==> src/hdl/sdhc_reg_pkg.sv <==
`default_nettype none

package sdhc_reg_pkg;

   localparam int ADDR_W = 12;
   localparam int DATA_W = 32;

   // setup registers written by the CPU and read back unchanged.
   localparam logic [ADDR_W-1:0] REG_BLKSIZE  = 12'h004;
   localparam logic [ADDR_W-1:0] REG_BLKCNT   = 12'h006;
   localparam logic [ADDR_W-1:0] REG_ARG      = 12'h008;
   localparam logic [ADDR_W-1:0] REG_XFERMODE = 12'h00C;
   localparam logic [ADDR_W-1:0] REG_CMD      = 12'h00E;

   // status words produced by the command engine.
   localparam logic [ADDR_W-1:0] REG_RESP      = 12'h010;
   localparam logic [ADDR_W-1:0] REG_PRESENT   = 12'h024;
   localparam logic [ADDR_W-1:0] REG_NORM_STAT = 12'h030;
   localparam logic [ADDR_W-1:0] REG_ERR_STAT  = 12'h032;

   // present-state bits.
   localparam int PRES_CMD_INHIBIT = 0;

   // normal-status bits.
   localparam int NSTAT_CMD_DONE = 0;

   // error-status bits.
   localparam int ESTAT_TIMEOUT = 0;
   localparam int ESTAT_CRC     = 1;
   localparam int ESTAT_END     = 2;
   localparam int ESTAT_INDEX   = 3;

endpackage

`default_nettype wire

==> src/hdl/sdhc_cmd_pkg.sv <==
`default_nettype none

package sdhc_cmd_pkg;

   // a command or short response is 48 bits on the CMD line.
   localparam int FRAME_BITS = 48;

   // field positions inside a frame, counted from the end bit at 0.
   localparam int FR_IDX_LSB     = 40;
   localparam int FR_PAYLOAD_LSB = 8;
   localparam int FR_CRC_LSB     = 1;

   // the CRC covers the first 40 bits sent.
   localparam int CRC_W          = 7;
   localparam int CRC_COVER_BITS = 40;
   localparam logic [CRC_W-1:0] CRC7_POLY = 7'h09;

   // command register layout.
   localparam int CMD_IDX_LSB   = 8;
   localparam int CMD_IDX_W     = 6;
   localparam int RESP_TYPE_LSB = 0;
   localparam int RESP_TYPE_W   = 2;

   localparam logic [RESP_TYPE_W-1:0] RESP_TYPE_NONE = 2'b00;
   localparam logic [RESP_TYPE_W-1:0] RESP_TYPE_48   = 2'b10;

   // bit periods allowed before the response start bit.
   localparam int RESP_TIMEOUT_BITS = 64;

endpackage

`default_nettype wire

==> src/hdl/sdhc_crc7.sv <==
`default_nettype none

module sdhc_crc7 (
   input  logic       clk,
   input  logic       arst_n,
   input  logic       clear,
   input  logic       bit_en,
   input  logic       bit_in,
   output logic [6:0] crc
);

   import sdhc_cmd_pkg::*;

   logic feedback;

   assign feedback = crc[CRC_W-1] ^ bit_in;

   // the register holds the remainder of the bits seen so far, msb first.
   always_ff @(posedge clk or negedge arst_n) begin
      if (!arst_n) begin
         crc <= '0;
      end else if (clear) begin
         crc <= '0;
      end else if (bit_en) begin
         crc <= {crc[CRC_W-2:0], 1'b0} ^ (feedback ? CRC7_POLY : '0);
      end
   end

endmodule

`default_nettype wire

==> src/hdl/sdhc_regs.sv <==
`default_nettype none

module sdhc_regs (
   input  logic                            clk,
   input  logic                            arst_n,
   input  logic                            req,
   input  logic                            wr_valid,
   input  logic [sdhc_reg_pkg::ADDR_W-1:0] addrs,
   input  logic [sdhc_reg_pkg::DATA_W-1:0] wr_data,
   output logic [sdhc_reg_pkg::DATA_W-1:0] rd_data,
   output logic                            acknowledge,
   output logic [sdhc_reg_pkg::DATA_W-1:0] blk_size,
   output logic [sdhc_reg_pkg::DATA_W-1:0] blk_count,
   output logic [sdhc_reg_pkg::DATA_W-1:0] xfer_mode,
   output logic [sdhc_reg_pkg::DATA_W-1:0] cmd_arg,
   output logic [sdhc_reg_pkg::DATA_W-1:0] cmd_word,
   output logic                            cmd_start,
   input  logic [sdhc_reg_pkg::DATA_W-1:0] resp_word,
   input  logic [sdhc_reg_pkg::DATA_W-1:0] norm_stat,
   input  logic [sdhc_reg_pkg::DATA_W-1:0] err_stat,
   input  logic                            cmd_busy
);

   import sdhc_reg_pkg::*;

   logic [DATA_W-1:0] present_word;
   logic [DATA_W-1:0] rd_next;
   logic              wr_en;
   logic              rd_en;

   assign wr_en = req & wr_valid;
   assign rd_en = req & ~wr_valid;

   always_comb begin
      present_word = '0;
      present_word[PRES_CMD_INHIBIT] = cmd_busy;
   end

   // unmapped addresses read as zero.
   always_comb begin
      case (addrs)
         REG_BLKSIZE:   rd_next = blk_size;
         REG_BLKCNT:    rd_next = blk_count;
         REG_ARG:       rd_next = cmd_arg;
         REG_XFERMODE:  rd_next = xfer_mode;
         REG_CMD:       rd_next = cmd_word;
         REG_RESP:      rd_next = resp_word;
         REG_PRESENT:   rd_next = present_word;
         REG_NORM_STAT: rd_next = norm_stat;
         REG_ERR_STAT:  rd_next = err_stat;
         default:       rd_next = '0;
      endcase
   end

   // every request is answered one clock later, mapped or not.
   always_ff @(posedge clk or negedge arst_n) begin
      if (!arst_n) begin
         acknowledge <= 1'b0;
         cmd_start   <= 1'b0;
         rd_data     <= '0;
      end else begin
         acknowledge <= req;
         cmd_start   <= wr_en && (addrs == REG_CMD);
         if (rd_en) begin
            rd_data <= rd_next;
         end
      end
   end

   always_ff @(posedge clk or negedge arst_n) begin
      if (!arst_n) begin
         blk_size  <= '0;
         blk_count <= '0;
         cmd_arg   <= '0;
         xfer_mode <= '0;
         cmd_word  <= '0;
      end else if (wr_en) begin
         case (addrs)
            REG_BLKSIZE:  blk_size  <= wr_data;
            REG_BLKCNT:   blk_count <= wr_data;
            REG_ARG:      cmd_arg   <= wr_data;
            REG_XFERMODE: xfer_mode <= wr_data;
            REG_CMD:      cmd_word  <= wr_data;
            default:      ;
         endcase
      end
   end

endmodule

`default_nettype wire

==> src/hdl/sdhc_cmd_ctrl.sv <==
`default_nettype none

module sdhc_cmd_ctrl #(
   parameter int SD_CLK_DIV = 4
) (
   input  logic        clk,
   input  logic        arst_n,
   input  logic        cmd_start,
   input  logic [31:0] cmd_arg,
   input  logic [31:0] cmd_word,
   output logic [31:0] resp_word,
   output logic [31:0] norm_stat,
   output logic [31:0] err_stat,
   output logic        cmd_busy,
   output logic        sd_cmd_out,
   output logic        sd_cmd_oe,
   input  logic        sd_cmd_in
);

   import sdhc_reg_pkg::*;
   import sdhc_cmd_pkg::*;

   localparam int DIV_W   = (SD_CLK_DIV > 1) ? $clog2(SD_CLK_DIV) : 1;
   localparam int CNT_MAX = (FRAME_BITS > RESP_TIMEOUT_BITS) ? FRAME_BITS : RESP_TIMEOUT_BITS;
   localparam int CNT_W   = $clog2(CNT_MAX);

   typedef enum logic [2:0] {
      ST_IDLE,
      ST_SEND,
      ST_WAIT,
      ST_RECV,
      ST_FINISH
   } state_t;

   state_t                 state;
   logic [DIV_W-1:0]       div_cnt;
   logic [CNT_W-1:0]       bit_cnt;
   logic                   bit_first;
   logic                   bit_tick;
   logic                   mid_tick;
   logic                   start_accept;
   logic [FRAME_BITS-1:0]  tx_shift;
   logic [FRAME_BITS-1:0]  tx_next;
   logic [FRAME_BITS-1:0]  rx_shift;
   logic [FRAME_BITS-1:0]  rx_frame;
   logic [CMD_IDX_W-1:0]   cmd_idx;
   logic [RESP_TYPE_W-1:0] resp_type;
   logic [CRC_W-1:0]       tx_crc;
   logic [CRC_W-1:0]       rx_crc;
   logic                   tx_crc_en;
   logic                   rx_crc_en;

   assign bit_first    = (div_cnt == '0);
   assign bit_tick     = (div_cnt == DIV_W'(SD_CLK_DIV - 1));
   assign mid_tick     = (div_cnt == DIV_W'(SD_CLK_DIV / 2));
   assign start_accept = (state == ST_IDLE) && cmd_start;
   assign cmd_busy     = (state != ST_IDLE);
   assign rx_frame     = {rx_shift[FRAME_BITS-2:0], sd_cmd_in};

   // each bit is fed to the generator in the first clock of its period, so
   // the remainder is ready before the last covered bit ends.
   assign tx_crc_en = (state == ST_SEND) && bit_first && (bit_cnt < CNT_W'(CRC_COVER_BITS));
   assign rx_crc_en = mid_tick && (((state == ST_WAIT) && !sd_cmd_in) ||
                                   ((state == ST_RECV) && (bit_cnt < CNT_W'(CRC_COVER_BITS))));

   always_comb begin
      tx_next = {tx_shift[FRAME_BITS-2:0], 1'b0};
      if (bit_cnt == CNT_W'(CRC_COVER_BITS - 1)) begin
         tx_next[FRAME_BITS-1 -: CRC_W] = tx_crc;
      end
   end

   sdhc_crc7 i_tx_crc (
      .clk    (clk),
      .arst_n (arst_n),
      .clear  (start_accept),
      .bit_en (tx_crc_en),
      .bit_in (sd_cmd_out),
      .crc    (tx_crc)
   );

   sdhc_crc7 i_rx_crc (
      .clk    (clk),
      .arst_n (arst_n),
      .clear  (start_accept),
      .bit_en (rx_crc_en),
      .bit_in (sd_cmd_in),
      .crc    (rx_crc)
   );

   always_ff @(posedge clk or negedge arst_n) begin
      if (!arst_n) begin
         div_cnt <= '0;
      end else if ((state == ST_IDLE) || bit_tick) begin
         div_cnt <= '0;
      end else begin
         div_cnt <= div_cnt + 1'b1;
      end
   end

   // frame and response shift registers.
   always_ff @(posedge clk) begin
      if (start_accept) begin
         tx_shift  <= {1'b0, 1'b1, cmd_word[CMD_IDX_LSB +: CMD_IDX_W], cmd_arg,
                       {CRC_W{1'b0}}, 1'b1};
         cmd_idx   <= cmd_word[CMD_IDX_LSB +: CMD_IDX_W];
         resp_type <= cmd_word[RESP_TYPE_LSB +: RESP_TYPE_W];
      end else if ((state == ST_SEND) && bit_tick) begin
         tx_shift <= tx_next;
      end
      if (mid_tick && ((state == ST_WAIT) || (state == ST_RECV))) begin
         rx_shift <= rx_frame;
      end
   end

   always_ff @(posedge clk or negedge arst_n) begin
      if (!arst_n) begin
         state      <= ST_IDLE;
         bit_cnt    <= '0;
         sd_cmd_out <= 1'b1;
         sd_cmd_oe  <= 1'b0;
         resp_word  <= '0;
         norm_stat  <= '0;
         err_stat   <= '0;
      end else begin
         case (state)
            ST_IDLE: begin
               if (start_accept) begin
                  state      <= ST_SEND;
                  bit_cnt    <= '0;
                  sd_cmd_out <= 1'b0;
                  sd_cmd_oe  <= 1'b1;
                  norm_stat  <= '0;
                  err_stat   <= '0;
               end
            end
            ST_SEND: begin
               if (bit_tick) begin
                  if (bit_cnt == CNT_W'(FRAME_BITS - 1)) begin
                     sd_cmd_out <= 1'b1;
                     sd_cmd_oe  <= 1'b0;
                     bit_cnt    <= '0;
                     state      <= (resp_type == RESP_TYPE_48) ? ST_WAIT : ST_FINISH;
                  end else begin
                     sd_cmd_out <= tx_next[FRAME_BITS-1];
                     bit_cnt    <= bit_cnt + 1'b1;
                  end
               end
            end
            ST_WAIT: begin
               if (mid_tick) begin
                  if (!sd_cmd_in) begin
                     state   <= ST_RECV;
                     bit_cnt <= CNT_W'(1);
                  end else if (bit_cnt == CNT_W'(RESP_TIMEOUT_BITS - 1)) begin
                     err_stat[ESTAT_TIMEOUT] <= 1'b1;
                     state                   <= ST_FINISH;
                  end else begin
                     bit_cnt <= bit_cnt + 1'b1;
                  end
               end
            end
            ST_RECV: begin
               if (mid_tick) begin
                  if (bit_cnt == CNT_W'(FRAME_BITS - 1)) begin
                     resp_word             <= rx_frame[FR_PAYLOAD_LSB +: 32];
                     err_stat[ESTAT_CRC]   <= (rx_frame[FR_CRC_LSB +: CRC_W] != rx_crc);
                     err_stat[ESTAT_END]   <= ~rx_frame[0];
                     err_stat[ESTAT_INDEX] <= (rx_frame[FR_IDX_LSB +: CMD_IDX_W] != cmd_idx);
                     state                 <= ST_FINISH;
                  end else begin
                     bit_cnt <= bit_cnt + 1'b1;
                  end
               end
            end
            ST_FINISH: begin
               norm_stat[NSTAT_CMD_DONE] <= 1'b1;
               state                     <= ST_IDLE;
            end
            default: begin
               state <= ST_IDLE;
            end
         endcase
      end
   end

endmodule

`default_nettype wire

==> src/hdl/sdhc_top.sv <==
`default_nettype none

module sdhc_top #(
   parameter int SD_CLK_DIV = 4
) (
   input  logic                            clk,
   input  logic                            arst_n,
   input  logic                            req,
   input  logic                            wr_valid,
   input  logic [sdhc_reg_pkg::ADDR_W-1:0] addrs,
   input  logic [sdhc_reg_pkg::DATA_W-1:0] wr_data,
   output logic [sdhc_reg_pkg::DATA_W-1:0] rd_data,
   output logic                            acknowledge,
   output logic [sdhc_reg_pkg::DATA_W-1:0] blk_size,
   output logic [sdhc_reg_pkg::DATA_W-1:0] blk_count,
   output logic [sdhc_reg_pkg::DATA_W-1:0] xfer_mode,
   output logic                            sd_cmd_out,
   output logic                            sd_cmd_oe,
   input  logic                            sd_cmd_in
);

   import sdhc_reg_pkg::*;

   logic [DATA_W-1:0] cmd_arg;
   logic [DATA_W-1:0] cmd_word;
   logic [DATA_W-1:0] resp_word;
   logic [DATA_W-1:0] norm_stat;
   logic [DATA_W-1:0] err_stat;
   logic              cmd_start;
   logic              cmd_busy;

   sdhc_regs i_regs (
      .clk         (clk),
      .arst_n      (arst_n),
      .req         (req),
      .wr_valid    (wr_valid),
      .addrs       (addrs),
      .wr_data     (wr_data),
      .rd_data     (rd_data),
      .acknowledge (acknowledge),
      .blk_size    (blk_size),
      .blk_count   (blk_count),
      .xfer_mode   (xfer_mode),
      .cmd_arg     (cmd_arg),
      .cmd_word    (cmd_word),
      .cmd_start   (cmd_start),
      .resp_word   (resp_word),
      .norm_stat   (norm_stat),
      .err_stat    (err_stat),
      .cmd_busy    (cmd_busy)
   );

   sdhc_cmd_ctrl #(
      .SD_CLK_DIV (SD_CLK_DIV)
   ) i_cmd_ctrl (
      .clk        (clk),
      .arst_n     (arst_n),
      .cmd_start  (cmd_start),
      .cmd_arg    (cmd_arg),
      .cmd_word   (cmd_word),
      .resp_word  (resp_word),
      .norm_stat  (norm_stat),
      .err_stat   (err_stat),
      .cmd_busy   (cmd_busy),
      .sd_cmd_out (sd_cmd_out),
      .sd_cmd_oe  (sd_cmd_oe),
      .sd_cmd_in  (sd_cmd_in)
   );

endmodule

`default_nettype wire

==> config.mk <==
export PLATFORM = sky130hd
export DESIGN_NAME = sdhc_top
export DESIGN_NICKNAME = d
export VERILOG_FILES = /design/src/hdl/sdhc_reg_pkg.sv /design/src/hdl/sdhc_cmd_pkg.sv /design/src/hdl/sdhc_crc7.sv /design/src/hdl/sdhc_regs.sv /design/src/hdl/sdhc_cmd_ctrl.sv /design/src/hdl/sdhc_top.sv
export SDC_FILE = /design/constraint.sdc
export NUM_CORES = 1
export LEC_CHECK = 0
export BUFFER_PORTS_ARGS = -buffer_cell sky130_fd_sc_hd__buf_2
export CORE_ASPECT_RATIO = 1.25
export CORE_MARGIN = 5
export CORE_UTILIZATION = 30
export CTS_CLUSTER_DIAMETER = 30
export DETAILED_ROUTE_END_ITERATION = 16
export PLACE_DENSITY = 0.48
export RECOVER_POWER = 25
export SYNTH_ARGS = -nofsm -noshare
export SYNTH_HDL_FRONTEND = slang
export SYNTH_SLANG_ARGS = --single-unit
==> constraint.sdc <==
create_clock -name clk -period 6.6 [get_ports clk]
set_input_delay 0.33 -clock clk [delete_from_list [all_inputs] [get_ports clk]]
set_output_delay 0.33 -clock clk [all_outputs]
set_load 0.05 [all_outputs]
**After elaboration in Yosys (flattened, before gate mapping)**

Cells that the tools add are included.

- Register bits after elaboration: 358
- Input port bits: 49
- Output and inout port bits: 131

- Add/sub/neg operators: 2
- $lt $le $gt $ge: 1
- Equality and inequality tests: 32
- Muxes and demuxes: 48
- Bitwise logic cells: 8
- Reduce and logical (&&, ||, !) cells: 37

Operators with widths:

| kind | count |
|---|---|
| $pmux W32 S9 | 1 |
| $mux W46 | 2 |
| $mux W6 | 8 |
| $eq A12 B4 Y1 const B | 3 |
| $eq A12 B6 Y1 const B | 3 |
| $mux W7 | 5 |
| $mux W3 | 11 |
| $eq A12 B3 Y1 const B | 2 |
| $pmux W6 S4 | 1 |
| $eq A6 B6 Y1 const B | 3 |
| $reduce_and A7 Y1 | 2 |
| $reduce_bool A2 Y1 | 7 |
| $xor A7 B4 Y7 | 2 |
| $eq A12 B5 Y1 const B | 1 |
| $mux W4 | 3 |
| $ne A2 B2 Y1 const B | 6 |
| $pmux W3 S4 | 1 |
| $reduce_and A2 Y1 | 6 |
| $mux W1 | 10 |
| $logic_and A1 B1 Y1 | 9 |
| $pmux W1 S2 | 4 |
| $reduce_and A4 Y1 | 2 |
| $ne A7 B7 Y1 | 1 |
| $add A6 B1 Y6 const B | 1 |
| other kinds (22) | 34 |

**Longest topological paths before layout**

Gate-level depths: netlist (run 1).

- Word-level depth: 6
- Depth in mapped cells: 8
- Gate-level depth less buffers: 7

**Hierarchy**

From an unflattened synthesis (run 1), not the netlist that was laid out.

- Cells, all modules: 1,239
- Area, all modules: 16,560.9 µm²

By module, submodules not included:

| module | times used | cells each | area each (µm²) | sequential area each (µm²) |
|---|---|---|---|---|
| sdhc_regs | 1 | 716 | 9,485.3 | 4,854.7 |
| sdhc_cmd_ctrl | 1 | 467 | 6,434.9 | 4,165.2 |
| sdhc_crc7 | 2 | 28 | 320.3 | 175.2 |

**Worst setup path after synthesis (run 1)**

No wires, ideal clock.

- Kind: register to register
- Start point: register i_cmd_ctrl.state[2]
- End point: register i_cmd_ctrl.i_rx_crc.crc[0]
- Library setup time: 0.125 ns
- Arrival time: 2.714 ns
- Required time: 6.475 ns
- Setup slack: 3.761 ns
- Stages on the path, launching flop included: 6
- Buffers on the path: 1
- Clock period less this slack: 2.839 ns
- Cell sequence: dfrtp_1 > clkbuf_1 > nor2b_1 > and2_1 > nand2_1 > mux2_2

- Longest elaborated chain between the ends: 5
- Elaborated cells on any way between the ends: 10
- Classes of those cells: eq/ne: 2; mux: 1; reduce/logical: 7

RTL lines:

| what | RTL line | RTL |
|---|---|---|
| from (decl) | sdhc_cmd_ctrl.sv:35 | `state_t state;` |
| from (signal assigned) | sdhc_cmd_ctrl.sv:143 | `state <= (resp_type == RESP_TYPE_48) ? ST_WAIT : ST_FINISH;` |
| $eq A3 B2 Y1 (on tied branches) | sdhc_cmd_ctrl.sv:63, sdhc_cmd_ctrl.sv:64 |  |
| $logic_and A1 B1 Y1 (on tied branches) | sdhc_cmd_ctrl.sv:63, sdhc_cmd_ctrl.sv:64 |  |
| $logic_or A1 B1 Y1 | sdhc_cmd_ctrl.sv:63 | `assign rx_crc_en = mid_tick && (((state == ST_WAIT) && !sd_cmd_in) \|\|` |
| $logic_and A1 B1 Y1 | sdhc_cmd_ctrl.sv:63 |  |
| $reduce_bool A2 Y1 (no line) | -- |  |
| to (signal assigned) | sdhc_crc7.sv:25 | `crc <= {crc[CRC_W-2:0], 1'b0} ^ (feedback ? CRC7_POLY : '0);` |
| to (decl) | sdhc_crc7.sv:9 | `output logic [6:0] crc` |

Parallel ways exist; a longest one is shown, timed or not.
A chain may end at the register's enable or synchronous reset.

**Worst setup path in the final report (run 1)**

- Start point: register i_cmd_ctrl.state[0]
- End point: register i_cmd_ctrl.tx_shift[42] (enable)

- Longest elaborated chain between the ends: 3
- Elaborated cells on any way between the ends: 5
- Classes of those cells: eq/ne: 1; reduce/logical: 4

RTL lines:

| what | RTL line | RTL |
|---|---|---|
| $eq A3 B1 Y1 / $logic_not A3 Y1 (equally long branches) | sdhc_cmd_ctrl.sv:108, sdhc_cmd_ctrl.sv:56 |  |
| $logic_and A1 B1 Y1 (on tied branches) | sdhc_cmd_ctrl.sv:108, sdhc_cmd_ctrl.sv:56 |  |
| $reduce_bool A2 Y1 (no line) * | -- |  |
| to (signal assigned) | sdhc_cmd_ctrl.sv:104 | `tx_shift <= {1'b0, 1'b1, cmd_word[CMD_IDX_LSB +: CMD_IDX_W], cmd_arg,` |
| to (signal assigned) | sdhc_cmd_ctrl.sv:109 | `tx_shift <= tx_next;` |
| to (decl) | sdhc_cmd_ctrl.sv:42 | `logic [FRAME_BITS-1:0] tx_shift;` |

Mark *: on every way between the ends. The rest lies on a longest branch, timed or not.

==> qor.csv, run 1 <==
metric,value,unit
power_density,347,mW/mm²
cap_violations,0,
yosysSeqAreaShare,62.3,%
ys_types,63,
whs_path_depth,2,
coreArea,0.0495,mm²
ys_top_cells_by_area,"dfrtp_1 43%, edfxtp_1 18%, mux2_2 14%",
synth-seq-cells,358,
synth_area,0.0150,mm²
cts_buffer_depth,3,
io_buffers,179,
clockRootBuffer,clkbuf_16,
diodes,0,
cp.required,6810,ps
htree_levels,3,
drive_gt1_share,37.4,%
power,6770,µW
cp_top_family,simple AND/OR/NAND/NOR gates,
drt_iter0_drc,552,
leakagePower,0.00872,µW
clkTransAtPathRegs,40,ps
antenna_found_initial,2,
finalMaxSlewViolations,0,
grt_pass1_vias,11000,
cp.depth,6,
ff2ff_setup_slack,2720,ps
area_delta_synth_final,29.9,%
synth_fp_nets,1104,
cp_data_arrival_time,4090,ps
crit_fanout,55,
async_flop_share,72.1,%
critPathMaxStageDelay,910,ps
gp_congestion,0.775,
crit_path_top_delay_cell,inv_2,
yosys_warnings,0,
min_to,i_regs.cmd_word[17],
grt_usage,16.1,%
dr_total_vias,10078,
yosysTopAreaCellShare,42.8,%
synth_edf_count,91,
cp_num_buf_inv,3,
ios,180,
die_w,210,µm
hold_violations,0,
path_class,register to register,
r2r_end,i_cmd_ctrl.tx_shift[42],
synth_top_cell_by_area,dfrtp_1,
holdWs,27.8,ps
status,finished clean,
drc,0,
grt_pass1_wl,68.5,mm
ant_nets,0,
timing.rr.start,i_cmd_ctrl.state[0],
rr_worst_depth,6,
start_kind,register,
grt_max_degree,161,
syn_area_per_cell,14.3,µm²
row_count,91,
nNetsFinal,1315,
holdBufCountCts,4,
slew_headroom,19.7,%
cts_setup_buffers,0,
crit_chain,nor3_1 -> nand2_1 -> inv_2 -> nor2_1 -> clkinv_1 -> buf_4,
crit_path_end_kind,register,
numCtsBuffers,81,
clk_latency,610,ps
tns,0,ps
finalCriticalPeriod,3880,ps
max_freq,258,MHz
initial_core_util,30.3,%
post_cts_resized,0,
dpl.hpwl,28.6,mm
clock_sinks,358,
fin_crit_sh,58.7,%
first_pass_iters,6,
die-area,0.0547,mm²
route.detailed.wl_per_inst,22.4,µm
rsz0062_at_grt,no,
viasPerCell,5.09,
n_fill_cell,4744,
finalWirelength,44.4,mm
worst_pin_slew,1200,ps
synth_cells,1051,
fp.dieH,260,µm
min-delay-start,wr_data[17],
hold_class,input port to register,
setup_viol,0,
tritoncts,yes,
ir_drop,213,µV
synth_flop_cell,dfrtp_1,
skew,35.3,ps
grt_overflow,0,
area by class of cell:
type / instances / area, µm² / share of cell area [%]
clock inverter: 52 / 666 / 3.41
sequential: 358 / 9370 / 48.0
multi-input combinational: 608 / 5380 / 27.5
inverter: 13 / 48.8 / 0.250
tap: 651 / 815 / 4.17
timing repair buffer: 200 / 1020 / 5.20
clock buffer: 99 / 2230 / 11.4
flip-flops by register name, summed over array words and instances, names as in the netlist, 2 cells and up:
register and count:
i_cmd_ctrl.i_tx_crc.crc 7, i_regs.cmd_word 32, i_regs.blk_size 32, i_regs.cmd_arg 32, i_cmd_ctrl.tx_shift 47, i_cmd_ctrl.resp_type 2, i_cmd_ctrl.rx_shift 45, i_regs.rd_data 32
i_regs.xfer_mode 32, i_cmd_ctrl.state 3, i_regs.blk_count 32, i_cmd_ctrl.div_cnt 2, i_cmd_ctrl.cmd_idx 6, i_cmd_ctrl.err_stat 4, i_cmd_ctrl.bit_cnt 6, i_cmd_ctrl.resp_word 32
i_cmd_ctrl.i_rx_crc.crc 7
cells by family after synthesis:
group / Yosys count / synth area share [%]
AO/OA/AOI/OAI: 199 / 11.0
XOR/XNOR: 17 / 0.991
adder cells (fa/ha/maj): 4 / 0.333
buffers and inverters: 85 / 2.39
flip-flops: 358 / 62.3
multiplexers: 237 / 17.6
AND/OR/NAND/NOR: 151 / 5.33
power breakdown:
| part | switching, µW | internal [µW] |
|---|---|---|
| sequential | 18.4 | 2290 |
| clock | 1340 | 2860 |
| combinational | 194 | 59.4 |
| total | 1550 | 5210 |
cells in the mapped netlist (7+ instances only):
library cell,instances
nand2_1,28
dfrtp_1,257
mux2i_1,13
nor2_1,50
xor2_1,9
mux2_1,32
xnor2_1,8
buf_1,7
buf_2,13
o22a_1,31
nor2b_1,7
dfxtp_1,9
a21oi_1,12
nand3_1,14
a22oi_1,9
inv_1,13
nor3_1,8
o21ai_0,25
a22o_1,41
a221o_1,31
mux2_2,192
a222oi_1,28
clkbuf_1,48
edfxtp_1,91
per-stage QoR:
stage                     cell area, µm²  instances  setup slack [ps]  util [%]
final                              19500       1981              2720      39.4
after global routing               19500       1981              2430      39.4
after global placement             16700       1826              2940      33.6
after detailed placement           16700       1826              2730      33.6
after CTS                          19600       1981              2710      39.6
after floorplan                    15000       1051              3760         -
placed cells by master (no fill, tap or decap), types with 11 or more instances in the layout:
cell	count
mux2_2	192
mux2_1	32
nor2_1	49
o21ai_0	25
a221o_1	31
dfrtp_1	257
o22a_1	31
edfxtp_1	91
a21oi_1	12
a22o_1	41
mux2i_1	13
nand3_1	13
clkinv_2	15
buf_4	16
nand2_1	28
buf_2	122
clkbuf_16	85
bufinv_16	11
a222oi_1	28
clkbuf_1	65
inv_1	11
layer usage:
metal | global-route usage, % | share of wire (%) | wire length [µm]
met1 | 21.1 | 44 | 19400
met3 | 3.66 | 5.2 | 2310
met5 | 0 | 0.029 | 13
met4 | 5.17 | 1.8 | 809
met2 | 26.7 | 49 | 21900
worst max-delay path by stage:
stage | start | endpoint
after floorplan | i_cmd_ctrl.state[2] | i_cmd_ctrl.i_rx_crc.crc[0]
after global placement | i_cmd_ctrl.state[0] | i_cmd_ctrl.tx_shift[24]
after detailed placement | i_cmd_ctrl.state[0] | i_cmd_ctrl.tx_shift[19]
after CTS | i_cmd_ctrl.state[0] | i_cmd_ctrl.tx_shift[43]
after global routing | i_cmd_ctrl.state[1] | i_cmd_ctrl.tx_shift[13]
final | i_cmd_ctrl.state[0] | i_cmd_ctrl.tx_shift[42]
Note: power is estimated with default switching activity, not from simulation.
==> run 2, diff against run 1 <==
--- a/config.mk
+++ b/config.mk
@@ -5,6 +5,7 @@
 export SDC_FILE = /design/constraint.sdc
 export NUM_CORES = 1
 export LEC_CHECK = 0
+export ABC_AREA = 1
 export BUFFER_PORTS_ARGS = -buffer_cell sky130_fd_sc_hd__buf_2
 export CORE_ASPECT_RATIO = 1.25
 export CORE_MARGIN = 5
==> constraint.sdc (replaced) <==
create_clock -name clk -period 3.9 [get_ports clk]
set_input_delay 0.195 -clock clk [delete_from_list [all_inputs] [get_ports clk]]
set_output_delay 0.195 -clock clk [all_outputs]
set_load 0.05 [all_outputs]
==> qor.csv, run 2 <==
metric,value,unit,change
tritoncts,yes,,
io_buffers,179,,unchanged
ant_nets,0,,unchanged
cp_data_arrival_time,2620,ps,-1470 ps
grt_overflow,0,,unchanged
tns,0,ps,unchanged
status,"complete, but fails checks",,
drive_gt1_share,22.7,%,-15 points
post_cts_resized,0,,unchanged
finalWirelength,53.1,mm,+20%
dpl.hpwl,36.1,mm,+26%
cts_buffer_depth,3,,unchanged
critPathMaxStageDelay,850,ps,-60 ps
top_regs,"i_cmd_ctrl.tx_shift: 47 flops, i_cmd_ctrl.rx_shift: 45 flops",,
synth_fp_nets,1674,,+52%
finalNonFillerCells,2585,,+30%
hold_violations,1,,+1
worst_pin_slew,1300,ps,+94.3 ps
grt_pass1_vias,12802,,+16%
finalCriticalPeriod,2420,ps,-1450 ps
die-area,0.0572,mm²,+4.6%
yosys-top-cells-count,"453 x nand2_1, 257 x dfrtp_1, 196 x nand3_1",,
final_cell_mix,"454 x nand2_1, 257 x dfrtp_1, 196 x nand3_1",,
ys_types,45,,-29%
cap_violations,0,,unchanged
met1_length,22.2,mm,+14%
rsz0062_at_grt,no,,
ir_drop,389,µV,+83%
synth-seq-cells,358,,unchanged
wl_met2,26.8,mm,+22%
synth_area,0.0158,mm²,+4.8%
violations,negative hold slack,,
timing.rr.start,i_cmd_ctrl.state[1],,
synth_cells,1621,,+54%
async_flop_share,72.1,%,unchanged
r2r_end,i_cmd_ctrl.tx_shift[33],,
final_common_cell,nand2_1,,
crit_path_end_kind,register,,
startpoint,i_cmd_ctrl.state[1],,
viasPerCell,4.85,,-4.7%
grt_max_degree,114,,-29%
drc,0,,unchanged
antenna_found_initial,0,,-2
crit_fanout,47,,-15%
row_count,94,,+3.3%
synth_edf_count,91,,unchanged
setup_viol,0,,unchanged
skew,21.1,ps,-14.2 ps
largest_reg_flops,47,,unchanged
htree_levels,3,,unchanged
start_kind,register,,
finalMaxSlewViolations,0,,unchanged
ios,180,,unchanged
area_delta_synth_final,27.9,%,
placed_cells,2415,,+32%
first_pass_iters,5,,-1
multiInputGateArea,0.00556,mm²,+3.5%
coreArea,0.0523,mm²,+5.7%
die_w,215,µm,+2.3%
highest_layer,met4,,
regMostFlops,i_cmd_ctrl.tx_shift,,
fp.dieH,266,µm,+2.3%
nNetsFinal,1905,,+45%
fin_crit_sh,62.1,%,+3.4 points
holdWs,-1.26,ps,-29.1 ps
synth_top_cell_by_area,dfrtp_1,,
grt_pass1_wl,80.8,mm,+18%
path_class,register to register,,
diodes,0,,unchanged
n_fill_cell,5213,,+9.9%
ff2ff_setup_slack,1480,ps,-1250 ps
max_freq,413,MHz,+60%
syn_area_per_cell,9.72,µm²,-32%
crit_chain,nor2_1 -> nand2_1 -> nor2_4 -> inv_2 -> nand2_2,,
power_density,561,mW/mm²,+62%
initial_core_util,30.1,%,-0.25 points
clockRootBuffer,clkbuf_16,,
clock_sinks,358,,unchanged
ys_top_cells_by_area,"dfrtp_1 41%, edfxtp_1 17%, nand2_1 11%",,
seqCellArea,0.00937,mm²,unchanged
route.detailed.wl_per_inst,20.5,µm,-8.3%
yosysSeqAreaShare,59.5,%,-2.9 points
final_core_utilization,38.5,%,-0.93 points
cp.required,4100,ps,-2710 ps
clkTransAtPathRegs,50,ps,about the same
slew_headroom,13.6,%,-6.1 points
cp-endpoint,i_cmd_ctrl.tx_shift[33],,
numCtsBuffers,74,,-8.6%
clk_latency,600,ps,about the same
rr_worst_depth,5,,-1
yosysTopAreaCellShare,40.8,%,-2.0 points
yosys_warnings,0,,unchanged
grt_usage,18.4,%,+2.3 points
crit_path_top_delay_cell,nand2_2,,
dr_total_vias,12538,,+24%
synth.most_common_cell,nand2_1,,
dr_wl_met3,2.94,mm,+27%
synth_flop_cell,dfrtp_1,,
leakagePower,0.00987,µW,+13%
drt_iter0_drc,781,,+41%
hold_class,input port to register,,
gp_congestion,0.836,,+7.9%
-- run 2: cell types whose count changed after synthesis, moves of 30 or more --
| cell | change |
|---|---|
| o21ai_0 | +109 |
| inv_1 | +90 |
| o22a_1 | -31 |
| mux2_2 | -190 |
| mux2_1 | -32 |
| o21ai_2 | +30 |
| nand2_1 | +425 |
| mux2_4 | +30 |
| a221o_1 | -31 |
| nand3_1 | +182 |
-- run 2: repair_timing --
| item | 4_1_cts | 5_1_grt |
|---|---|---|
| setup buffers | 0 | 0 |
| hold endpoints to repair | 218 | 0 |
| setup endpoints to repair | 0 | 0 |
| hold buffers | 33 | 0 |
-- run 2: cell families after synthesis --
group / synth area share, %
adders and majority gates: 0.318
muxes: 3.00
DFF: 59.5
xor gates and xnor gates: 0.945
and+or+nand+nor: 21.2
AOI/OAI and AO/OA: 9.73
buffers and inverters: 5.35
-- run 2: worst min path at each step --
| stage | from | end | slack [ps] | depth (start not counted) |
|---|---|---|---|---|
| after CTS | wr_data[10] | i_regs.cmd_arg[10] | 0.8 | 3 |
| after floorplan | arst_n | i_cmd_ctrl.bit_cnt[0] | -100 | 0 |
| final | wr_data[10] | i_regs.cmd_arg[10] | -1 | 3 |
| after global routing | wr_data[0] | i_regs.cmd_arg[0] | 20 | 3 |
| after detailed placement | req | i_regs.acknowledge | 330 | 1 |
| after global placement | req | i_regs.acknowledge | 330 | 1 |
-- run 2: per-layer routing --
layer	vias up	global-route usage (%)
met5	-	0
met4	0	5.75
met3	69	3.80
met2	395	31.9
met1	6168	23.2
li1	5906	-
-- run 2: critical path: cells and delay by family, from the launching register on --
family                 cells  cell delay (ps)
AND/OR/NAND/NOR            4             1370
flip-flops                 1              470
buffers and inverters      1              150
-- run 2: final cells by class --
class / count / share of cell area (%)
Sequential cell: 358 / 46.5
Multi-Input combinational cell: 1071 / 27.6
Clock buffer: 82 / 9.65
Timing Repair Buffer: 235 / 7.03
Tap cell: 672 / 4.17
Clock inverter: 55 / 2.91
Inverter: 112 / 2.09
-- run 2: where the power goes --
part / total (µW) / switching (µW) / internal, µW
clock: 6370 / 2250 / 4120
combinational: 823 / 570 / 252
sequential: 4100 / 88.3 / 4010
total: 11300 / 2910 / 8390
-- run 2: stage by stage --
| stage | total power (µW) | cell area (µm²) | worst slack (ps) |
|---|---|---|---|
| after floorplan | 4670 | 15800 | 720 |
| after global placement | 4970 | 17300 | 1510 |
| after detailed placement | 4980 | 17300 | 1510 |
| after CTS | 11400 | 20200 | 1490 |
| after global routing | 11700 | 20100 | 1270 |
| final | 11300 | 20100 | 1480 |
